### config.mk
export PLATFORM = sky130hd
export DESIGN_NAME = reg_code_dec
export DESIGN_NICKNAME = d
export VERILOG_FILES = /design/src/cpu900_pkg.sv /design/src/reg_code_dec.sv
export SDC_FILE = /design/constraint.sdc
export NUM_CORES = 1
export LEC_CHECK = 0
export ABC_AREA = 1
export BUFFER_PORTS_ARGS = -buffer_cell sky130_fd_sc_hd__buf_4
export CORE_ASPECT_RATIO = 1.1
export CORE_MARGIN = 2
export CORE_UTILIZATION = 38
export DETAILED_ROUTE_END_ITERATION = 8
export GPL_TIMING_DRIVEN = 0
export PLACE_DENSITY = 0.95
export SYNTH_ARGS = -nofsm -noshare
export SYNTH_HDL_FRONTEND = slang
export SYNTH_SLANG_ARGS = --single-unit
### constraint.sdc
create_clock -name vclk -period 1
set_input_delay 0.1 -clock vclk [all_inputs]
set_output_delay 0.1 -clock vclk [all_outputs]
set_load 0.005 [all_outputs]
### src/cpu900_pkg.sv
// shared constants for the banked register file core
// register code union with its two views
// write port struct, step size, write size and alu op types
package cpu900_pkg;

    localparam logic [3:0] CUR_BANK  = 4'he; // bank selected by rfp
    localparam logic [3:0] PREV_BANK = 4'hd; // bank rfp-1
    localparam logic [3:0] ZERO_PAGE = 4'h4; // reads as zero on the source port

    localparam int N_ACC = 64; // general register bytes, 16 per bank
    localparam int N_PTR = 16; // XIX, XIY, XIZ, XSP

    localparam logic [7:0] DUMP_PTR_BASE = 8'h40;
    localparam logic [7:0] DUMP_SR_BASE  = 8'h50;

    typedef struct packed {
        logic       kind;  // 0 here
        logic       spare;
        logic [1:0] bank;
        logic [3:0] idx;   // byte within the bank
    } acc_code_t;

    typedef struct packed {
        logic       kind;  // 1 here
        logic [2:0] spare;
        logic [3:0] idx;   // byte within the pointer block
    } ptr_code_t;

    typedef union packed {
        acc_code_t acc;
        ptr_code_t ptr;
    } reg_code_u;

    typedef enum logic [2:0] {
        SZ_NONE = 3'b000,
        SZ_BYTE = 3'b001,
        SZ_WORD = 3'b010,
        SZ_LONG = 3'b100
    } wr_size_t;

    typedef struct packed {
        reg_code_u   code;
        wr_size_t    size;
        logic        flag_only; // flags only, no register write
        logic [31:0] data;
    } wr_port_t;

    typedef enum logic [1:0] {STEP_1 = 2'd0, STEP_2 = 2'd1, STEP_4 = 2'd2} step_t;

    typedef enum logic [2:0] {ALU_PASS, ALU_ADD, ALU_SUB, ALU_AND, ALU_OR, ALU_XOR} alu_op_t;

endpackage

### src/reg_code_dec.sv
// register code decoder
// resolves current and previous bank codes against rfp
// and picks the indexed codes for memory addressing
`timescale 1ns/100ps

module reg_code_dec
    import cpu900_pkg::*;
(
    input  logic [1:0] rfp,
    input  logic [7:0] src,
    input  logic [7:0] dst,
    input  logic [7:0] idx_sel,
    input  logic [7:0] idx_aux,
    input  logic       idx_en,
    output reg_code_u  rd0_code,
    output reg_code_u  aux_code,
    output reg_code_u  rd1_code
);

    function automatic reg_code_u map_code(logic [1:0] bank_ptr, logic [7:0] raw);
        reg_code_u c;
        c = raw;
        if (raw[7:4] == CUR_BANK) begin
            c.acc.kind  = 1'b0;
            c.acc.spare = 1'b0;
            c.acc.bank  = bank_ptr;
        end else if (raw[7:4] == PREV_BANK) begin
            c.acc.kind  = 1'b0;
            c.acc.spare = 1'b0;
            c.acc.bank  = bank_ptr - 2'd1; // wraps from bank 0 to bank 3
        end
        return c;
    endfunction

    assign rd0_code = map_code(rfp, idx_en ? idx_sel : src);
    assign rd1_code = map_code(rfp, idx_en ? idx_aux : dst);

    // second pointer of a two-pointer transfer, bit 2 cleared
    assign aux_code = map_code(rfp, idx_sel & 8'hfb);

endmodule

==> flow_results.xml <==
<?xml version="1.0" encoding="UTF-8"?>
<metrics>
  <group name="run_status">
    <metric name="status" unit="">complete, no violations</metric>
  </group>
  <group name="finish">
    <metric name="final-seq-area" unit="um^2">0</metric>
    <metric name="n_sequential_cell" unit="">0</metric>
    <metric name="clock_buffers" unit="">0</metric>
    <metric name="leading_cell_types_in_the_layout_fill_and_taps_excluded" unit="">sky130_fd_sc_hd__buf_4 (66), sky130_fd_sc_hd__nand2_1 (54), sky130_fd_sc_hd__inv_1 (16), sky130_fd_sc_hd__nor2_1 (11), sky130_fd_sc_hd__nand2_2 (9)</metric>
    <metric name="post-route-util" unit="">0.744</metric>
    <metric name="fin_nets" unit="">225</metric>
    <metric name="filler_cell_count" unit="">124</metric>
    <metric name="area.growth.synth_to_final" unit="%">89.9</metric>
    <metric name="fin_area" unit="um^2">1130</metric>
    <metric name="layout.cells.most_common" unit="">sky130_fd_sc_hd__buf_4</metric>
    <metric name="antenna_cell_count" unit="">0</metric>
    <metric name="layoutNonFillerInstCount" unit="">205</metric>
    <metric name="multi_input_area" unit="um^2">462</metric>
    <metric name="post_route_cells_drive_above_1_share" unit="">0.479</metric>
  </group>
  <group name="global_route">
    <metric name="pin_count_of_the_biggest_net_entering_global_routing" unit="">11</metric>
    <metric name="via_count_of_the_first_global_routing_pass" unit="">797</metric>
    <metric name="groute.usage.overall" unit="">0.185</metric>
    <metric name="grt_antenna_before_repair" unit="">0</metric>
    <metric name="grt_remaining_overflow" unit="">0</metric>
    <metric name="grt_pass1_wl" unit="um">2900</metric>
  </group>
  <group name="floorplanning">
    <metric name="pin_count" unit="">59</metric>
    <metric name="placement_rows" unit="">15</metric>
    <metric name="die_width" unit="um">41.7</metric>
    <metric name="initial_core_util" unit="">0.392</metric>
    <metric name="floorplan.core_area" unit="um^2">1520</metric>
    <metric name="die_area" unit="um^2">1900</metric>
    <metric name="die-height" unit="um">45.5</metric>
  </group>
  <group name="routing">
    <metric name="antenna_violating_nets_post_route" unit="">0</metric>
    <metric name="detailed_route_wire_length_per_cell" unit="um">9.91</metric>
    <metric name="dr.pass1.iters" unit="">4</metric>
    <metric name="dr_vias" unit="">967</metric>
    <metric name="drc_errors" unit="">0</metric>
    <metric name="finalWirelength" unit="um">2030</metric>
    <metric name="drt_iter0_markers" unit="">12</metric>
    <metric name="routed_via_density" unit="">4.72</metric>
  </group>
  <group name="placement">
    <metric name="placedInstanceArea" unit="um^2">1040</metric>
    <metric name="placement.io_buffers" unit="">57</metric>
    <metric name="hpwlAfterDp" unit="um">1590</metric>
    <metric name="dp_cells" unit="">198</metric>
    <metric name="gp_congestion" unit="">0.751</metric>
  </group>
  <group name="clocking">
    <metric name="hold_buffers" unit="">0</metric>
  </group>
  <group name="power">
    <metric name="share_clk_of_total_power" unit="">0</metric>
    <metric name="power_frac_comb" unit="">1.000</metric>
    <metric name="power.net_switching" unit="mW">0.226</metric>
    <metric name="internal_power" unit="mW">0.295</metric>
    <metric name="switching_share" unit="">0.434</metric>
    <metric name="worst_ir_drop_on_vdd" unit="mV">0.250</metric>
    <metric name="seqPwrFrac" unit="">0</metric>
    <metric name="power_density" unit="nW/um^2">460</metric>
    <metric name="total_leakage_power" unit="nW">0.710</metric>
  </group>
  <group name="synth">
    <metric name="syn_avg_cell_area" unit="um^2">4.80</metric>
    <metric name="synth_largest_area_cell" unit="">sky130_fd_sc_hd__nand2_1</metric>
    <metric name="synth_largest_type_area_fraction" unit="">0.347</metric>
    <metric name="synth-warning-count" unit="">0</metric>
    <metric name="net_count_of_the_mapped_netlist" unit="">159</metric>
    <metric name="netlist_area" unit="um^2">596</metric>
    <metric name="part_of_the_yosys_area_used_for_sequential_elements" unit="">0</metric>
    <metric name="yosys-top-cells-area" unit="">sky130_fd_sc_hd__nand2_1 (35%), sky130_fd_sc_hd__inv_1 (11%), sky130_fd_sc_hd__nand2_2 (8.4%), sky130_fd_sc_hd__nor2_1 (6.9%), sky130_fd_sc_hd__buf_4 (5.0%)</metric>
    <metric name="synthesis.instances" unit="">124</metric>
    <metric name="distinct_cell_type_count_after_synthesis" unit="">20</metric>
  </group>
  <group name="sta">
    <metric name="min_tclk_post_route" unit="ns">0.958</metric>
    <metric name="slew_viol_final" unit="">0</metric>
    <metric name="finalSetupViolCount" unit="">0</metric>
    <metric name="fin_crit_sh" unit="">0.958</metric>
    <metric name="hold_viol_final" unit="">0</metric>
    <metric name="clock.fmax" unit="MHz">1040</metric>
    <metric name="rsz_0062_raised_after_global_routing" unit="">yes</metric>
  </group>
  <group name="critical_path">
    <metric name="worstPathRequired" unit="ns">0.90</metric>
    <metric name="setup.worst_path.class" unit="">in2out</metric>
    <metric name="cp_data_arrival_time" unit="ns">0.86</metric>
    <metric name="startpoint_type" unit="">input pin</metric>
    <metric name="critPathCaptureType" unit="">primary output</metric>
    <metric name="crit_path_max_fanout" unit="">6</metric>
  </group>
  <group name="flow_run">
    <metric name="maxCapViolations" unit="">0</metric>
  </group>
  <group name="worst_hold_path">
    <metric name="min-delay-path-class" unit="">in2out</metric>
  </group>
</metrics>
## metal layers
layer	wire length, um	track usage	part of all wire	vias up
met5	0	0	0	-
met1	762	0.184	0.38	437
met4	12	0.0387	0.0059	0
li1	-	-	-	499
met2	1170	0.416	0.58	29
met3	86	0.0119	0.042	2
## repair_timing
action | in CTS | in global routing
setup buffers | 3 | 2
cloned | 0 | 2
resized for setup | 1 | 7
endpoints found under the setup margin | 5 | 8
pin swaps | 1 | 4
## kinds of logic after synthesis
family	Yosys count	synth area share
AND/OR/NAND/NOR	90	0.691
buffers and inverters	25	0.235
AO/OA/AOI/OAI	8	0.0672
other	1	0.00630
## synth_stat cells, drive strengths merged
cell,instances
nand2,65
inv,18
nor2,13
buf,7
nand3,7
o21ai,7
nor3,3
a21oi,1
conb,1
nor3b,1
nor4,1
## final cells by class
type	count	area share
repair inverters	1	0.00553
well taps	17	0.0188
repair buffers	63	0.434
inverters	18	0.0664
multi-input cells	99	0.408
plain buffers	7	0.0675
## path summary, 6_finish.rpt
check | from | end | slack (ns) | depth (start not counted)
worst max-delay path | idx_en | rd0_code[6] | 0.04 | 8
worst min-delay path | src[1] | rd0_code[1] | 0.46 | 4
## power groups by stage
stage                     Clock, mW  Sequential [mW]  Combinational, mW
final                             0                0              0.520
after global routing              0                0              0.572
after CTS                         0                0              0.487
after detailed placement          0                0              0.473
after global placement            0                0              0.461
after floorplan                   0                0              0.221
## worst max-delay path, cell delays in order
cell	delay [ns]
sky130_fd_sc_hd__buf_12	0.12
sky130_fd_sc_hd__inv_4	0.07
sky130_fd_sc_hd__nand2_1	0.06
sky130_fd_sc_hd__nand2_2	0.10
sky130_fd_sc_hd__nand2_1	0.08
sky130_fd_sc_hd__o21ai_1	0.13
sky130_fd_sc_hd__nor2_1	0.06
sky130_fd_sc_hd__buf_4	0.13
## through the flow
step	TNS (ns)	power (mW)	hold slack [ns]	worst slack [ns]
after floorplan	0	0.221	0.277	0.184
after global placement	0	0.461	0.454	0.00284
after detailed placement	-0.0789	0.473	0.462	-0.0297
after CTS	0	0.487	0.462	0.0128
after global routing	-0.0923	0.572	0.472	-0.0341
final	0	0.520	0.461	0.0422
Power figures use the tool's default switching activity.
