File: config.mk
export PLATFORM = sky130hd
export DESIGN_NAME = alu_flags
export DESIGN_NICKNAME = d
export VERILOG_FILES = /design/src/cpu900_pkg.sv /design/src/alu_flags.sv
export SDC_FILE = /design/constraint.sdc
export NUM_CORES = 1
export LEC_CHECK = 0
export BUFFER_PORTS_ARGS = -buffer_cell sky130_fd_sc_hd__buf_2
export CORE_MARGIN = 2
export CORE_UTILIZATION = 62
export DETAILED_ROUTE_END_ITERATION = 6
export PLACE_DENSITY = 0.95
export SLEW_MARGIN = 0
export SYNTH_ARGS = -nofsm -noshare
export SYNTH_HDL_FRONTEND = slang
export SYNTH_SLANG_ARGS = --single-unit
File: constraint.sdc
create_clock -name clk -period 10.2 [get_ports clk]
set_input_delay 1.53 -clock clk [delete_from_list [all_inputs] [get_ports clk]]
set_output_delay 1.53 -clock clk [all_outputs]
set_load 0.01 [all_outputs]
File: src/cpu900_pkg.sv
// shared constants for the banked register file core
// register code union with its two views
// write port struct, step size, write size and alu op types
package cpu900_pkg;

    localparam logic [3:0] CUR_BANK  = 4'he; // bank selected by rfp
    localparam logic [3:0] PREV_BANK = 4'hd; // bank rfp-1
    localparam logic [3:0] ZERO_PAGE = 4'h4; // reads as zero on the source port

    localparam int N_ACC = 64; // general register bytes, 16 per bank
    localparam int N_PTR = 16; // XIX, XIY, XIZ, XSP

    localparam logic [7:0] DUMP_PTR_BASE = 8'h40;
    localparam logic [7:0] DUMP_SR_BASE  = 8'h50;

    typedef struct packed {
        logic       kind;  // 0 here
        logic       spare;
        logic [1:0] bank;
        logic [3:0] idx;   // byte within the bank
    } acc_code_t;

    typedef struct packed {
        logic       kind;  // 1 here
        logic [2:0] spare;
        logic [3:0] idx;   // byte within the pointer block
    } ptr_code_t;

    typedef union packed {
        acc_code_t acc;
        ptr_code_t ptr;
    } reg_code_u;

    typedef enum logic [2:0] {
        SZ_NONE = 3'b000,
        SZ_BYTE = 3'b001,
        SZ_WORD = 3'b010,
        SZ_LONG = 3'b100
    } wr_size_t;

    typedef struct packed {
        reg_code_u   code;
        wr_size_t    size;
        logic        flag_only; // flags only, no register write
        logic [31:0] data;
    } wr_port_t;

    typedef enum logic [1:0] {STEP_1 = 2'd0, STEP_2 = 2'd1, STEP_4 = 2'd2} step_t;

    typedef enum logic [2:0] {ALU_PASS, ALU_ADD, ALU_SUB, ALU_AND, ALU_OR, ALU_XOR} alu_op_t;

endpackage

File: src/alu_flags.sv
// sized alu for the write-back path
// sign, zero and carry flags latched into the status register
`timescale 1ns/100ps

module alu_flags
    import cpu900_pkg::*;
(
    input  logic        clk,
    input  logic        rst,
    input  logic        cen,
    input  alu_op_t     op,
    input  wr_size_t    size,
    input  logic        data_sel,
    input  logic [31:0] a,       // destination operand
    input  logic [31:0] b,       // source operand
    output logic [31:0] alu_dout,
    output logic [15:0] sr
);

    logic [31:0] mask;
    logic [31:0] am;
    logic [31:0] bm;
    logic [32:0] wide;
    logic [31:0] res;
    logic        sign_bit;
    logic        zero_bit;
    logic        carry_bit;

    always_comb begin
        if (size[0])
            mask = 32'h0000_00ff;
        else if (size[1])
            mask = 32'h0000_ffff;
        else
            mask = 32'hffff_ffff; // long, also when no size is given
        am = a & mask;
        bm = b & mask;
        case (op)
            ALU_ADD: wide = {1'b0, am} + {1'b0, bm};
            ALU_SUB: wide = {1'b0, am} - {1'b0, bm}; // borrow shows above the width
            ALU_AND: wide = {1'b0, am & bm};
            ALU_OR:  wide = {1'b0, am | bm};
            ALU_XOR: wide = {1'b0, am ^ bm};
            default: wide = {1'b0, bm};              // pass source through
        endcase
        res      = wide[31:0] & mask;
        zero_bit = res == 32'd0;
        if (size[0]) begin
            sign_bit  = res[7];
            carry_bit = wide[8];
        end else if (size[1]) begin
            sign_bit  = res[15];
            carry_bit = wide[16];
        end else begin
            sign_bit  = res[31];
            carry_bit = wide[32];
        end
    end

    assign alu_dout = res;

    // high byte keeps the op for debug, low byte is S Z . . . . . C
    always_ff @(posedge clk or posedge rst) begin
        if (rst)
            sr <= 16'd0;
        else if (cen && op != ALU_PASS && !data_sel)
            sr <= {5'd0, op, sign_bit, zero_bit, 5'd0, carry_bit};
    end

endmodule

==> results of run 1 <==
==> cell families after synthesis <==
kind of cell	Yosys count	synth area share, %
AOI/OAI and AO/OA	272	33.13
and+or+nand+nor	260	22.46
buffers and inverters	139	10.85
adders and majority gates	98	21.88
xor gates and xnor gates	49	7.612
muxes	7	1.332
DFF	6	2.663
other	1	0.06651
==> through the flow <==
| step | utilization, % | instance area, um2 | total power, uW |
|---|---|---|---|
| 6_report | 70.23 | 6155 | 371.0 |
| 5_1_grt | 70.23 | 6155 | 402.5 |
| 3_3_place_gp | 69.76 | 6113 | 316.1 |
| 2_1_floorplan | - | 5672 | 243.3 |
| 4_1_cts | 70.23 | 6155 | 362.0 |
| 3_5_place_dp | 69.76 | 6113 | 322.8 |
==> cells in the final DEF (no fill, tap or decap), drive strengths merged, types with 8 or more instances in the layout <==
master	synthesis	routed
a222oi	17	17
a21oi	66	66
xnor2	36	36
nand2b	18	18
inv	82	82
nor3	17	17
o21ai	53	53
a31oi	8	8
buf	30	117
nand3	16	16
nand2	90	90
a221o	15	15
nor2	62	62
a21o	42	42
and2	10	10
conb	1	10
o21a	9	9
ha	97	97
xor2	13	13
==> cell type report <==
cell class	count	area share, %
Inverter	82	5.001
Clock buffer	3	0.6709
Timing Repair Buffer	117	9.799
Sequential cell	6	2.440
Multi-Input combinational cell	696	79.89
Tap cell	108	2.196
==> worst max-delay path, delay by kind of cell <==
| kind | cells | cell delay, ns |
|---|---|---|
| fa+ha+maj | 1 | 0.38 |
| xor+xnor | 1 | 0.17 |
| compound gates | 6 | 1.47 |
| buf+inv | 3 | 0.34 |
| mux | 1 | 0.13 |
| simple gates | 8 | 2.22 |
==> path summary, 6_finish.rpt <==
kind	cells past startpoint	start	slack, ns	endpoint
setup / recovery	20	b[2]	2.42	alu_dout[29]
hold / removal	1	sr[8]$_DFFE_PP0P_	0.50	sr[8]$_DFFE_PP0P_
setup reg to reg	1	sr[0]$_DFFE_PP0P_	9.41	sr[0]$_DFFE_PP0P_
hold reg to reg	1	sr[8]$_DFFE_PP0P_	0.50	sr[8]$_DFFE_PP0P_
max in group asynchronous	2	rst	8.79	sr[6]$_DFFE_PP0P_
min in group asynchronous	2	rst	1.21	sr[7]$_DFFE_PP0P_
==> per-layer routing <==
metal  vias to the layer above  part of all wire, %  wire, um
li1                       3114                    -         -
met1                      3015                   41      7228
met2                       445                   45      7913
met3                        67                   11      2014
met4                         0                  3.4       598
met5                         -                    0         0
==> power groups by stage <==
| stage | Combinational (uW) | Sequential, uW | Clock [uW] |
|---|---|---|---|
| 6_report | 305 | 29.6 | 36.6 |
| 5_1_grt | 333 | 29.8 | 39.8 |
| 4_1_cts | 296 | 29.5 | 36.5 |
| 3_5_place_dp | 293 | 29.6 | 0 |
| 3_3_place_gp | 286 | 29.6 | 0 |
| 2_1_floorplan | 212 | 31.4 | 0 |
==> summary.txt, run 1 <==
status - finished, final reports clean
Tmin final - 7.778 ns
Req. time, crit path - 8.67 ns
clock skew - 0 ns
GRT Overall Usage - 34.29%
crit path kind - input pin to output pin
maxcap violations - 0
Slew @ Worst Pin - 0.9097 ns
top area cells in the synthesized netlist - ha_1 (22%), nand2_1 (6.0%), a21oi_1 (5.9%), a21o_1 (5.6%), xnor2_1 (5.6%)
post-route insts no fill - 1012
setup_tns - 0 ns
post-route clock period utilization - 76.25%
Leak Pwr - 0.003477 uW
Multi-input gate area - 4917 um2
Biggest register - sr
clock latency on the worst-skew pair - 0.23 ns
count leader, synth - ha_1
core area - 8763 um2
Clock transition at path regs - 0.04 ns
CP cell instances - buf_2, nor3_1, nand3_1, nor3_1, o21ai_0, nor4_1, nor2_1, xnor2_1, ha_1, o211ai_1, o21ai_0, and3_1, a221o_1, o31a_1, nand3_1, a21oi_1, mux2i_1, nor2b_1, inv_1, buf_2
Fmax - 128.6 MHz
slack of the critical path - 2.422 ns
clock tree from TritonCTS - built
Int Power - 173.0 uW
Initial Utilization - 64.33%
Gates resized, CTS repair - 0
Startpoint Class - input pin
Final Max Slew Viols - 0
Largest register FFs - 6
CTS Buf Count - 3
peak supply drop - 107.5 uV
Avg WL per Cell - 17.54 um
initial antenna violation count - 0
RSZ-0062 raised after global routing - no
Seq/Total Area, Yosys - 2.663%
post-synth top area share - 21.53%
Root Buffer Master - clkbuf_8
GPL Wtd Cong - 1.023
P_sw - 198.0 uW
die area - 9872 um2
CTS Hold Bufs - 0
Synth Instances - 832
M2 GR Usage - 55.20%
Clk network pwr share - 9.9%
CP max stage cell - nor4_1
Worst EP arrival - 6.25 ns
Area growth syn-to-layout - 9.166%
Cell Area, Synth - 5638 um2
largest net degree at the start of global routing - 74
Switching Share - 53.36%
Hold WC Path Type - flip-flop to flip-flop
Main synth FF type - dfrtp_1
EDFF count, synth - 0
Post-synth ARST share - 100.0%
wire length of the first global-routing pass - 28.56 mm
drt initial violations - 692
Hold Slack - 0.5009 ns
Post-Place Worst Slack - 2.538 ns
# IOs - 122
gr ovfl total - 0
DRT antenna net count - 0
hpwl dp - 13.31 mm
H-tree lvl count - 1
nets - 1078
FF+latch area - 150.1 um2
vias in the first global route - 6119
Post-Route WL - 17.76 mm
Via density - 6.562
Slew HR - 38.58%
Comb pwr share - 82.2%
CTS Sinks - 6
CTS Buffer Depth - 2
Yosys warning total - 0
met1 GRT Util - 46.68%
largest area contributor in the netlist - ha_1
Post-CTS Setup Bufs - 0
dpl cells - 1009
synthesis-stage register bit count - 6
die span in y - 99.36 um
FILL cells - 709
leading cell types by count after synthesis - ha_1 (97), nand2_1 (90), inv_1 (81)
power per cell area - 60.28 nW/um2
# DRC - 0
Sequential Power Share - 8.0%
width of the die - 99.36 um
via count - 6641
CP peak stage delay - 0.64 ns
setup violators final - 0
Top Registers - sr x6
std cell rows - 34
CP Max Fanout - 7
Setup crit end kind - output pin
# diodes - 0
port bufs - 110
syn_area_per_cell - 6.776 um2
global route hottest layer - met2
Yosys cell types - 81
layout cell share with drive strength beyond 1 - 15.93%
final hold vios - 0
met3 Use GR - 4.989%
TritonRoute pass-1 iters - 6
No activity file was read; power rests on OpenSTA's default activity.
==> run 2: changes to the inputs <==
--- a/config.mk
+++ b/config.mk
@@ -7,9 +7,9 @@
 export LEC_CHECK = 0
 export BUFFER_PORTS_ARGS = -buffer_cell sky130_fd_sc_hd__buf_2
 export CORE_MARGIN = 2
-export CORE_UTILIZATION = 62
+export CORE_UTILIZATION = 52
 export DETAILED_ROUTE_END_ITERATION = 6
-export PLACE_DENSITY = 0.95
+export PLACE_DENSITY = 0.88
 export SLEW_MARGIN = 0
 export SYNTH_ARGS = -nofsm -noshare
 export SYNTH_HDL_FRONTEND = slang
==> constraint.sdc (replaced) <==
create_clock -name clk -period 6.4 [get_ports clk]
set_input_delay 0.96 -clock clk [delete_from_list [all_inputs] [get_ports clk]]
set_output_delay 0.96 -clock clk [all_outputs]
set_load 0.01 [all_outputs]
==> run 2 against run 1 <==
Design area grew 2.2%. Largest cell class unchanged. Cell count increased by 4.2%. Clock power increased by 53%. Register-to-register slack got worse by 3.8 ns. Via count decreased by 0.74%. Sequential share of layout area shrank 0.051 points. First-iteration DRC count fell by 9.1%. Critical path depth shrank 2. Largest power group unchanged. Worst hold slack better by 0.0058 ns.
==> summary.txt, run 2 (synthesis gave the netlist of run 1 again) <==
status - finished, final reports clean
GPL Wtd Cong - 0.9875
post-route clock period utilization - 93.35%
CP max stage cell - ha_1
Leak Pwr - 0.003535 uW
CP cell instances - buf_2, inv_1, ha_1, nand3_1, nor3_2, o21ai_0, nor3_1, a21oi_1, xnor2_1, ha_1, a21oi_1, nand2_1, a221oi_1, a21boi_1, o21ai_1, mux2_1, a211oi_1, buf_2
largest net degree at the start of global routing - 73
Startpoint Class - input pin
CTS Sinks - 6
CTS Hold Bufs - 0
cell family with most CP delay - compound AO/OA/AOI/OAI gates
CTS Buf Count - 3
Buf/Inv on CP - 3
Initial Utilization - 52.70%
final core occ - 58.77%
M2 GR Usage - 49.73%
placed cell areas - 6236 um2
die span in y - 108.1 um
GRT Overall Usage - 29.79%
clock tree from TritonCTS - built
Via density - 6.248
# IOs - 122
core area - 10700 um2
Area growth syn-to-layout - 11.52%
# diodes - 0
wire length of the first global-routing pass - 28.81 mm
DRT antenna net count - 0
CTS Buffer Depth - 2
Gates resized, CTS repair - 0
via count - 6592
final hold vios - 0
Largest register FFs - 6
hpwl dp - 13.72 mm
peak supply drop - 150.3 uV
clock skew - 0 ns
most common cell after layout, fill and taps aside - buf_2
post-route cell area - 6287 um2
# DRC - 0
nets - 1089
gr ovfl total - 0
most frequent cells in the layout - buf_2 (110), ha_1 (97), nand2_1 (90)
maxcap violations - 0
Root Buffer Master - clkbuf_8
H-tree lvl count - 1
setup violators final - 0
drt initial violations - 629
clock latency on the worst-skew pair - 0.22 ns
CP peak stage delay - 0.39 ns
power per cell area - 94.36 nW/um2
R2R Setup Slk - 5.62 ns
Final Total Pwr - 593.2 uW
TritonRoute pass-1 iters - 6
Setup crit end kind - output pin
std cell rows - 38
Hold WC Path Type - flip-flop to flip-flop
Worst EP arrival - 5.01 ns
width of the die - 108.1 um
Slew HR - 48.20%
met1 GRT Util - 40.43%
Clock transition at path regs - 0.04 ns
Top Registers - sr x6
global route hottest layer - met2
Post-Route WL - 17.83 mm
Avg WL per Cell - 16.90 um
Post-Place Worst Slack - 0.4258 ns
crit path kind - input pin to output pin
port bufs - 110
Tmin final - 5.975 ns
CP Max Fanout - 7
Slew @ Worst Pin - 0.7770 ns
met3 Use GR - 2.652%
setup_tns - 0 ns
layout cell share with drive strength beyond 1 - 17.16%
Post-CTS Setup Bufs - 0
RSZ-0062 raised after global routing - no
initial antenna violation count - 0
Req. time, crit path - 5.44 ns
Final Max Slew Viols - 0
Fmax - 167.4 MHz
die area - 11690 um2
Biggest register - sr
vias in the first global route - 6173
slack of the critical path - 0.4255 ns
-- run 2: changes by cell type in the layout (fill, tap and decap cells not counted), sizes merged --
cell / previous run / this run
buf: 117 / 128
-- run 2: cell type report --
| cell class | count | area [um2] |
|---|---|---|
| multi-input combinational | 696 | 4927 |
| inverter | 82 | 307.8 |
| tap | 140 | 175.2 |
| timing repair buffer | 128 | 685.7 |
| clock buffer | 3 | 41.29 |
| sequential | 6 | 150.1 |
| fill | 1042 | 4410 |
-- run 2: power by group --
part           internal, uW  total [uW]  switching [uW]
Clock                  40.4        56.1            15.8
Sequential             43.9        46.8            2.89
Combinational           196         490             295
Total                   280         593             313
-- run 2: per-layer routing --
metal,up-vias,wire length [um]
li1,3131,-
met1,3051,7432
met2,369,8002
met3,41,1926
met4,0,466
met5,-,0
-- run 2: per-stage QoR --
step	instances	hold slack, ns
finish	1055	0.5067
global route	1055	0.5133
CTS	1055	0.5053
detailed placement	1052	0.4956
global placement	1052	0.4897
floorplan	841	0.5327
-- run 2: worst paths after layout --
path	from	cells past startpoint	to
max in group asynchronous	rst	2	sr[6]$_DFFE_PP0P_
min reg2reg	sr[9]$_DFFE_PP0P_	1	sr[9]$_DFFE_PP0P_
min	sr[9]$_DFFE_PP0P_	1	sr[9]$_DFFE_PP0P_
max reg2reg	sr[0]$_DFFE_PP0P_	1	sr[0]$_DFFE_PP0P_
max	b[1]	18	alu_dout[26]
min in group asynchronous	rst	2	sr[7]$_DFFE_PP0P_
