--- src/cpu900_pkg.sv ---
// shared constants for the banked register file core
// register code union with its two views
// write port struct, step size, write size and alu op types
package cpu900_pkg;

    localparam logic [3:0] CUR_BANK  = 4'he; // bank selected by rfp
    localparam logic [3:0] PREV_BANK = 4'hd; // bank rfp-1
    localparam logic [3:0] ZERO_PAGE = 4'h4; // reads as zero on the source port

    localparam int N_ACC = 64; // general register bytes, 16 per bank
    localparam int N_PTR = 16; // XIX, XIY, XIZ, XSP

    localparam logic [7:0] DUMP_PTR_BASE = 8'h40;
    localparam logic [7:0] DUMP_SR_BASE  = 8'h50;

    typedef struct packed {
        logic       kind;  // 0 here
        logic       spare;
        logic [1:0] bank;
        logic [3:0] idx;   // byte within the bank
    } acc_code_t;

    typedef struct packed {
        logic       kind;  // 1 here
        logic [2:0] spare;
        logic [3:0] idx;   // byte within the pointer block
    } ptr_code_t;

    typedef union packed {
        acc_code_t acc;
        ptr_code_t ptr;
    } reg_code_u;

    typedef enum logic [2:0] {
        SZ_NONE = 3'b000,
        SZ_BYTE = 3'b001,
        SZ_WORD = 3'b010,
        SZ_LONG = 3'b100
    } wr_size_t;

    typedef struct packed {
        reg_code_u   code;
        wr_size_t    size;
        logic        flag_only; // flags only, no register write
        logic [31:0] data;
    } wr_port_t;

    typedef enum logic [1:0] {STEP_1 = 2'd0, STEP_2 = 2'd1, STEP_4 = 2'd2} step_t;

    typedef enum logic [2:0] {ALU_PASS, ALU_ADD, ALU_SUB, ALU_AND, ALU_OR, ALU_XOR} alu_op_t;

endpackage

--- src/reg_dump.sv ---
// debug readout, one byte per address
// general bytes, pointer bytes and both status bytes
`timescale 1ns/100ps

module reg_dump
    import cpu900_pkg::*;
(
    input  logic                  clk,
    input  logic [7:0]            dmp_addr,
    input  logic [N_ACC-1:0][7:0] acc_bytes,
    input  logic [N_PTR-1:0][7:0] ptr_bytes,
    input  logic [15:0]           sr,
    output logic [7:0]            dmp_din
);

    // free running, not gated by cen
    always_ff @(posedge clk) begin
        if (dmp_addr < DUMP_PTR_BASE)
            dmp_din <= acc_bytes[dmp_addr[5:0]];
        else if (dmp_addr < DUMP_PTR_BASE + 8'(N_PTR))
            dmp_din <= ptr_bytes[dmp_addr[3:0]]; // base is 16-aligned
        else if (dmp_addr == DUMP_SR_BASE)
            dmp_din <= sr[15:8];
        else if (dmp_addr == DUMP_SR_BASE + 8'd1)
            dmp_din <= sr[7:0];
        else
            dmp_din <= 8'd0;
    end

endmodule

--- config.mk ---
export PLATFORM = sky130hd
export DESIGN_NAME = reg_dump
export DESIGN_NICKNAME = d
export VERILOG_FILES = /design/src/cpu900_pkg.sv /design/src/reg_dump.sv
export SDC_FILE = /design/constraint.sdc
export NUM_CORES = 1
export LEC_CHECK = 0
export BUFFER_PORTS_ARGS = -buffer_cell sky130_fd_sc_hd__buf_2
export CORE_AREA = 2 2 264 266
export DETAILED_ROUTE_END_ITERATION = 8
export DIE_AREA = 0 0 266 268
export PLACE_DENSITY = 0.38
export SYNTH_ARGS = -nofsm -noshare
export SYNTH_HDL_FRONTEND = slang
export SYNTH_SLANG_ARGS = --single-unit
--- constraint.sdc ---
create_clock -name clk -period 2.6 [get_ports clk]
set_input_delay 0.26 -clock clk [delete_from_list [all_inputs] [get_ports clk]]
set_output_delay 0.26 -clock clk [all_outputs]
set_load 0.05 [all_outputs]
==> results of run 1 <==
[kinds of logic after synthesis]
group / Yosys count / share of synthesized area, %
multiplexers: 208 / 73.0
flip-flops: 8 / 2.88
AND/OR/NAND/NOR: 60 / 5.37
AO/OA/AOI/OAI: 97 / 12.4
buffers and inverters: 58 / 6.29
[routing by layer]
metal  part of all wire, %  vias up  wire (um)  track usage [%]
li1                      -     3323          -                -
met1                    39     3709      19300             15.1
met2                    53      463      26200             25.3
met3                   6.9       46       3430             2.97
met4                   1.2       12        582             1.40
met5                  0.15        -         76                0
[worst paths after layout]
check        start  depth (start not counted)                 end  slack, ns
max    dmp_addr[1]                          6  dmp_din[1]$_DFF_P_       0.20
min    dmp_addr[6]                          3  dmp_din[6]$_DFF_P_       0.53
[layout make-up]
class | instances | area, um^2 | area share, %
antenna | 2 | 5.00 | 0.0483
clock buffer | 3 | 75.1 | 0.725
inverter | 1 | 3.75 | 0.0362
multi-input combinational | 365 | 5070 | 48.9
sequential | 8 | 160 | 1.55
tap | 882 | 1100 | 10.7
timing repair buffer | 730 | 3940 | 38.1
[layout by cell type, fill, tap and decap left out, types with 2 or more instances in the layout]
cell type	count
buf_2	669
mux4_2	154
buf_4	49
mux2i_1	45
a22oi_1	20
nor2_1	17
o22ai_1	17
a21oi_1	14
nand2_1	12
nor3_1	11
o21ai_0	10
buf_12	10
dfxtp_1	8
nor2b_1	7
a22o_1	7
mux2_2	6
a31oi_1	6
a221oi_1	4
mux4_1	3
a2111oi_2	3
a2111oi_1	3
a21o_1	3
o31a_1	3
clkbuf_16	3
diode_2	2
nand2b_1	2
and2_1	2
and3b_1	2
[where the power goes]
part,switching (mW),internal [mW],total [mW]
Combinational,0.773,0.944,1.72
Sequential,0.00842,0.134,0.143
Clock,0.0866,0.201,0.288
Total,0.868,1.28,2.15
[per-stage QoR]
stage	util, %	TNS (ns)
floorplan	-	0
global placement	15.1	-0.128
detailed placement	15.1	-0.106
CTS	15.2	0
global route	15.2	0
finish	15.2	0
==> flow_summary_export.csv, run 1 <==
group,metric,value,unit
route,via_per_inst,3.79,
floorplan,dieArea,71300,um^2
critical_path,slowest_stage,"buf_6",
synthesis,yosysWarnings,0,
clock_network,root_buffer,"clkbuf_16",
clock_network,cts.sinks,8,
global_route,grt_pass1_vias,8532,
placement,dp_slack,-0.0759,ns
route,dr.pass1.iters,4,
timing,drv_slew,0,
floorplan,die_w,266,um
critical_path,required,2.73,ns
clock_network,cts.repair.resized,0,
critical_path,cpLargestDelayFamily,"compound AO/OA/AOI/OAI gates",
placement,place_area,10300,um^2
synthesis,synth_common_cells,"mux4_2 (154), mux2i_1 (45), clkbuf_1 (22), a22oi_1 (20)",
route,drt-initial-drc-count,318,
synthesis,ys_top_cells_by_area,"mux4_2 (62%), mux2i_1 (8.1%), dfxtp_1 (2.9%), a22oi_1 (2.7%), o22ai_1 (1.9%)",
timing,slew_headroom,43.7,%
critical_path,cp.buffers_inverters,2,
placement,dpl.cell_count,1986,
synthesis,synth.cell_area,5570,um^2
timing,worst_pin_slew,0.837,ns
layout,fin_area,10400,um^2
timing,finalHoldViolations,0,
critical_path,crit_chain,"buf_6 > buf_12 > mux4_2 > o311ai_1 > nor3_1 > o32a_1",
synthesis,ys_async_sr_fraction,0,%
global_route,overflow,0,
route,ant_nets,0,
power_and_ir_drop,p_leak,4.67,nW
timing,max_freq,416,MHz
power_and_ir_drop,ir_worst_vdd,0.000152,V
layout,drive_gt1_share,81.3,%
synthesis,synth_cells,431,
timing,worst_hold_slack,0.529,ns
layout,instances_no_fill,1991,
timing,setup_viol,0,
critical_path,slowest_delay,0.48,ns
synthesis,yosysSeqAreaShare,2.88,%
flow_run,maxCapViolCount,0,
layout,largest_register_ffs,8,
min_path,hold_class,"in2reg",
timing,setup_ws,0.198,ns
synthesis,yosys.area.top_type,"mux4_2",
power_and_ir_drop,p_per_area,207,nW/um^2
synthesis,syn_nets,1096,
critical_path,critPathKind,"in2reg",
clock_network,postCtsSetupRepairBufs,0,
floorplan,start_util,8.16,%
placement,io_buffers,672,
floorplan,ioPinCount,673,
route,drc,0,
critical_path,cp_max_fo,56,
layout,fill_cells,7787,
layout,reg.largest.list,"dmp_din (8)",
synthesis,synth_edf_count,0,
clock_network,cts_buffer_depth,2,
timing,rsz0062_at_grt,"no",
critical_path,startpoint_type,"input port",
route,drt-total-wl,49600,um
timing,period_share,92.4,%
layout,syn2layout_area_growth,86.0,%
layout,layout.nets,1774,
placement,gp_congestion,0.913,
floorplan,coreArea,68200,um^2
clock_network,cts_tree,"built",
clock_network,h-tree-depth,1,
synthesis,ys_ff_latch,8,
outcome,status,"finished clean",
synthesis,ys_types,44,
floorplan,die_h,268,um
global_route,antenna_found_initial,15,
placement,hpwlAfterDp,45700,um
layout,regMostFlops,"dmp_din",
synthesis,yosys_most_used_dff,"dfxtp_1",
synthesis,postSynthAreaPerCell,12.9,um^2
route,vias,7553,
timing,fin_crit,2.40,ns
synthesis,synth.top_cell.area_share,62.3,%
critical_path,end_kind,"flip-flop",
route,detail_route.wl_per_cell,24.9,um
global_route,grt_usage,13.1,%
power_and_ir_drop,fin_total_pwr,2.15,mW
clock_network,cts_buffers,3,
global_route,grt_max_degree,57,
critical_path,worstPathArrival,2.53,ns
clock_network,path_clk_slew,0.05,ns
synthesis,synth_most_common_cell,"mux4_2",
global_route,grt_pass1_wl,64800,um
floorplan,rows,96,
clock_network,postCtsHoldBufs,0,
(Power assumes the default switching activity.)
==> inputs of run 2 (changes only) <==
- ABC_AREA: unset -> 1
- CORE_AREA: 2 2 264 266 -> 2 2 262 264
- DIE_AREA: 0 0 266 268 -> 0 0 264 266
- PLACE_DENSITY: 0.38 -> 0.41
==> flow_summary_export.csv, run 2 <==
group,metric,value,unit
floorplan,rows,96,
route,drc,0,
layout,final_cell_mix,"nand2_1 (891), buf_2 (670), inv_1 (259)",
clock_network,cts.repair.resized,0,
route,drt-initial-drc-count,754,
global_route,grt_max_degree,99,
timing,rsz0062_at_grt,"no",
synthesis,synth_edf_count,0,
synthesis,ys_async_sr_fraction,0,%
synthesis,yosys.area.top_type,"nand2_1",
outcome,status,"finished clean",
synthesis,ys_types,23,
synthesis,synth_common_cells,"nand2_1 (891), inv_1 (261), nand3_1 (233), nor2_1 (134), buf_2 (54)",
global_route,overflow,0,
timing,finalHoldViolations,0,
power_and_ir_drop,switchingPower,1.26,mW
synthesis,yosys_most_used_dff,"dfxtp_1",
synthesis,synth_cells,1795,
clock_network,root_buffer,"clkbuf_16",
clock_network,cts_buffer_depth,2,
critical_path,crit_chain,"clkbuf_8 > inv_8 > buf_4 > nand2_1 > nand3_1 > nand4_1 > nand2_1 > nor2_1 > nor2_1 > nor2_1 > buf_4 > nor2_1 > nor2_1",
power_and_ir_drop,ir_worst_vdd,0.000123,V
layout,largest_register_ffs,8,
clock_network,path_clk_slew,0.04,ns
placement,hpwlAfterDp,54100,um
global_route,grt_pass1_wl,86900,um
route,dr.pass1.iters,6,
floorplan,die_w,264,um
floorplan,dieArea,70200,um^2
critical_path,cp.buffers_inverters,4,
clock_network,cts_tree,"built",
placement,gp_congestion,0.880,
placement,place_area,12100,um^2
power_and_ir_drop,intPower,1.12,mW
layout,regMostFlops,"dmp_din",
timing,period_share,83.1,%
timing,finalSetupTns,0,ns
synthesis,postSynthAreaPerCell,4.30,um^2
synthesis,yosysSeqAreaShare,2.07,%
floorplan,coreArea,67700,um^2
flow_run,maxCapViolCount,0,
power_and_ir_drop,combPwrFrac,82.7,%
layout,multi_input_area,5860,um^2
critical_path,cpLargestDelayFamily,"simple AND/OR/NAND/NOR gates",
clock_network,cts.sinks,8,
layout,layout.nets,3072,
timing,fin_crit,2.16,ns
power_and_ir_drop,clkPwrFrac,11.4,%
layout,syn2layout_area_growth,58.2,%
critical_path,startpoint_type,"input port",
timing,slew_headroom,57.9,%
layout,regArea,160,um^2
route,detail_route.wl_per_cell,19.0,um
synthesis,syn_nets,2460,
synthesis,synth.top_cell.area_share,43.3,%
min_path,hold_class,"in2reg",
critical_path,critPathKind,"in2reg",
floorplan,ioPinCount,673,
placement,io_buffers,672,
layout,fin_area,12200,um^2
power_and_ir_drop,p_per_area,195,nW/um^2
synthesis,yosysWarnings,0,
route,drt-total-wl,62700,um
synthesis,synth_most_common_cell,"nand2_1",
critical_path,worstPathArrival,2.28,ns
power_and_ir_drop,p_leak,7.59,nW
route,top_layer_used,"met5",
floorplan,die_h,266,um
synthesis,ys_ff_latch,8,
global_route,grt_usage,16.9,%
timing,worst_pin_slew,0.626,ns
global_route,grt_pass1_vias,12700,
synthesis,synth.cell_area,7720,um^2
layout,drive_gt1_share,30.9,%
clock_network,h-tree-depth,1,
layout,fill_cells,8291,
critical_path,slowest_stage,"buf_4",
critical_path,end_kind,"flip-flop",
route,wl_met2,30600,um
floorplan,start_util,11.4,%
clock_network,postCtsHoldBufs,0,
power_and_ir_drop,swShare,52.9,%
layout,reg.largest.list,"dmp_din (8)",
route,wl_met1,27900,um
critical_path,cp_max_fo,32,
route,ant_nets,0,
timing,setup_viol,0,
route,via_per_inst,3.91,
layout,layout_commonest_cell,"nand2_1",
clock_network,postCtsSetupRepairBufs,0,
critical_path,crit_top_cell,"nor2_1",
route,dr_wl_met3,3480,um
critical_path,slowest_delay,0.33,ns
global_route,antenna_found_initial,16,
timing,max_freq,463,MHz
route,vias,12900,
power_and_ir_drop,sequentialPowerShare,5.8,%
clock_network,cts_buffers,3,
synthesis,ys_top_cells_by_area,"nand2_1 (43%), nand3_1 (15%), inv_1 (13%), nor2_1 (6.5%), buf_2 (3.5%)",
power_and_ir_drop,fin_total_pwr,2.39,mW
timing,drv_slew,0,
critical_path,required,2.72,ns
[run 2: cell count changes after synthesis, sizes merged, moves of 45 or more]
cell / before / now
buf: 35 / 95
inv: 1 / 265
mux2i: 45 / 0
mux4: 157 / 0
nand2: 12 / 891
nand3: 1 / 233
nor2: 17 / 141
[run 2: final timing paths]
path,from,endpoint,cells past startpoint
max,dmp_addr[0],dmp_din[0]$_DFF_P_,13
min,sr[2],dmp_din[2]$_DFF_P_,5
[run 2: routing by layer]
layer / vias to the layer above / track usage [%]
li1: 6655 / -
met1: 5682 / 21.6
met2: 475 / 30.4
met3: 38 / 2.79
met4: 10 / 1.63
met5: - / 0
[run 2: cell type report]
class / instances / share of cell area, %
multi-input cells: 1402 / 47.9
repair buffers: 727 / 32.8
well taps: 882 / 9.03
inverters: 265 / 8.24
flip-flops and latches: 8 / 1.31
clock buffers: 3 / 0.615
diodes: 4 / 0.0819
[run 2: power by group through the flow]
stage / combinational [mW] / sequential (mW) / clock (mW)
after floorplan: 0.912 / 0.183 / 0
after global placement: 2.03 / 0.142 / 0
after detailed placement: 2.02 / 0.141 / 0
after CTS: 2.03 / 0.139 / 0.280
after global routing: 2.22 / 0.140 / 0.284
final: 1.97 / 0.139 / 0.273
[run 2: cells by family (layout without fill, tap and decap cells)]
family	after synthesis	count (layout)	synth area share [%]
buffers and inverters	385	995	22.1
AND/OR/NAND/NOR	1293	1293	68.3
flip-flops	8	8	2.07
AO/OA/AOI/OAI	109	109	7.54
other	0	4	0
[run 2: tightest hold or removal path, stage by stage]
cell	delay (ns)
buf_2	0.08
nand2_1	0.04
nand2_1	0.06
a21oi_1	0.05
nor2_1	0.09
[run 2: per-stage QoR]
stage	hold WS [ns]	std cells	setup WS, ns	utilization [%]
floorplan	0.480	1795	1.19	-
global placement	0.607	3284	0.138	17.9
detailed placement	0.612	3284	0.160	17.9
CTS	0.372	3287	0.409	18.0
global route	0.426	3287	0.304	18.0
finish	0.375	3291	0.438	18.0
==> inputs of run 3 (changes only) <==
- CORE_AREA: 2 2 262 264 -> 2 2 260 262
- DIE_AREA: 0 0 264 266 -> 0 0 262 264
- PLACE_DENSITY: 0.41 -> 0.43
- clock period: 2.6 -> 1.9 ns (I/O delays scaled with it)
==> flow_summary_export.csv, run 3 (synthesized netlist as in run 2, its figures left out) <==
group,metric,value,unit
outcome,status,"finished clean",
route,dr_wl_met3,4630,um
clock_network,cts.sinks,8,
layout,largest_register_ffs,8,
timing,slew_headroom,69.9,%
route,via_per_inst,4.00,
clock_network,h-tree-depth,1,
timing,drv_slew,0,
clock_network,cts_buffers,3,
route,wl_met1,28000,um
min_path,holdPathStages,5,
layout,layout_commonest_cell,"nand2_1",
route,drt-initial-drc-count,816,
critical_path,critPathKind,"in2reg",
timing,worst_hold_slack,0.342,ns
route,drt-total-wl,65200,um
layout,drive_gt1_share,33.9,%
critical_path,end_kind,"flip-flop",
layout,fill_cells,8081,
clock_network,root_buffer,"clkbuf_16",
flow_run,maxCapViolCount,0,
critical_path,startpoint_type,"input port",
layout,regMostFlops,"dmp_din",
clock_network,postCtsSetupRepairBufs,0,
timing,period_share,94.7,%
layout,syn2layout_area_growth,69.3,%
global_route,grt_pass1_vias,13600,
power_and_ir_drop,ir_worst_vdd,0.000187,V
floorplan,start_util,11.6,%
floorplan,ioPinCount,673,
route,dr.pass1.iters,5,
placement,dpl.cell_count,3359,
min_path,hold_class,"in2reg",
route,wl_met2,31300,um
power_and_ir_drop,p_per_area,268,nW/um^2
floorplan,rows,95,
timing,worst_pin_slew,0.446,ns
floorplan,die_w,262,um
placement,gp_congestion,0.898,
timing,setup_viol,0,
placement,hpwlAfterDp,56900,um
timing,max_freq,556,MHz
critical_path,cp_max_fo,39,
layout,layout.nets,3156,
critical_path,worstPathArrival,1.92,ns
critical_path,required,2.02,ns
layout,final_cell_mix,"nand2_1 (891), buf_2 (669), inv_1 (259)",
floorplan,dieArea,69200,um^2
route,drc,0,
route,top_layer_used,"met5",
global_route,grt_usage,17.9,%
timing,fin_crit,1.80,ns
placement,io_buffers,672,
clock_network,cts_tree,"built",
global_route,antenna_found_initial,19,
global_route,grt_max_degree,62,
layout,fin_area,13100,um^2
floorplan,die_h,264,um
global_route,overflow,0,
min_path,hold_end,"dmp_din[6]$_DFF_P_",
clock_network,path_clk_slew,0.04,ns
timing,rsz0062_at_grt,"yes",
timing,finalHoldViolations,0,
min_path,hp-start,"sr[6]",
route,ant_nets,0,
global_route,grt_pass1_wl,89700,um
clock_network,cts_buffer_depth,2,
placement,place_area,12900,um^2
layout,instances_no_fill,3370,
floorplan,coreArea,66600,um^2
route,vias,13500,
power_and_ir_drop,p_leak,8.07,nW
layout,utilization,19.6,%
layout,reg.largest.list,"dmp_din (8)",
route,detail_route.wl_per_cell,19.4,um
power_and_ir_drop,fin_total_pwr,3.50,mW
==> run 3: critical path: stages <==
cell,delay (ns)
clkbuf_8,0.18
buf_16,0.22
buf_4,0.24
nand2_1,0.07
nand3_1,0.08
nand3_1,0.29
nand3_1,0.19
nand2_1,0.07
nand2_1,0.06
nand3_1,0.09
nor2_1,0.11
nor2_1,0.05
==> run 3: where the power goes <==
group	total (mW)	switching (mW)	internal (mW)
logic	2.94	1.70	1.24
registers	0.198	0.0130	0.185
clock network	0.363	0.0904	0.272
total	3.50	1.80	1.70
==> run 3: timing repair <==
item	4_1_cts	5_1_grt
endpoints found under the setup margin	5	7
hold endpoints to repair	0	0
pin swaps	0	0
hold buffers	0	0
resized for setup	8	16
==> run 3: how the worst max path moves through the flow <==
stage / from / end / cells after the start
after floorplan: dmp_addr[0] / dmp_din[1]$_DFF_P_ / 15
after global placement: dmp_addr[0] / dmp_din[4]$_DFF_P_ / 11
after detailed placement: dmp_addr[0] / dmp_din[4]$_DFF_P_ / 11
after CTS: dmp_addr[1] / dmp_din[4]$_DFF_P_ / 13
after global routing: dmp_addr[0] / dmp_din[6]$_DFF_P_ / 16
final: dmp_addr[0] / dmp_din[3]$_DFF_P_ / 12
==> run 3: metrics by stage <==
stage / setup slack, ns / TNS, ns
after floorplan: 0.559 / 0
final: 0.101 / 0
after global routing: -0.0122 / -0.0228
after detailed placement: -0.685 / -2.43
after CTS: 0.0101 / 0
after global placement: -0.659 / -2.39
==> run 3: final cells by class <==
type / instances / area [um^2] / share of cell area, %
Tap cell: 873 / 1090 / 8.36
Inverter: 265 / 1010 / 7.70
Clock buffer: 3 / 75.1 / 0.574
Timing Repair Buffer: 811 / 4790 / 36.7
Antenna cell: 8 / 20.0 / 0.153
Sequential cell: 8 / 160 / 1.23
Multi-Input combinational cell: 1402 / 5920 / 45.3
==> run 3: layer usage <==
layer	up-vias	GRT usage, %
met4	14	3.53
met5	-	0
li1	6831	-
met2	575	31.9
met3	62	2.87
met1	6003	22.5
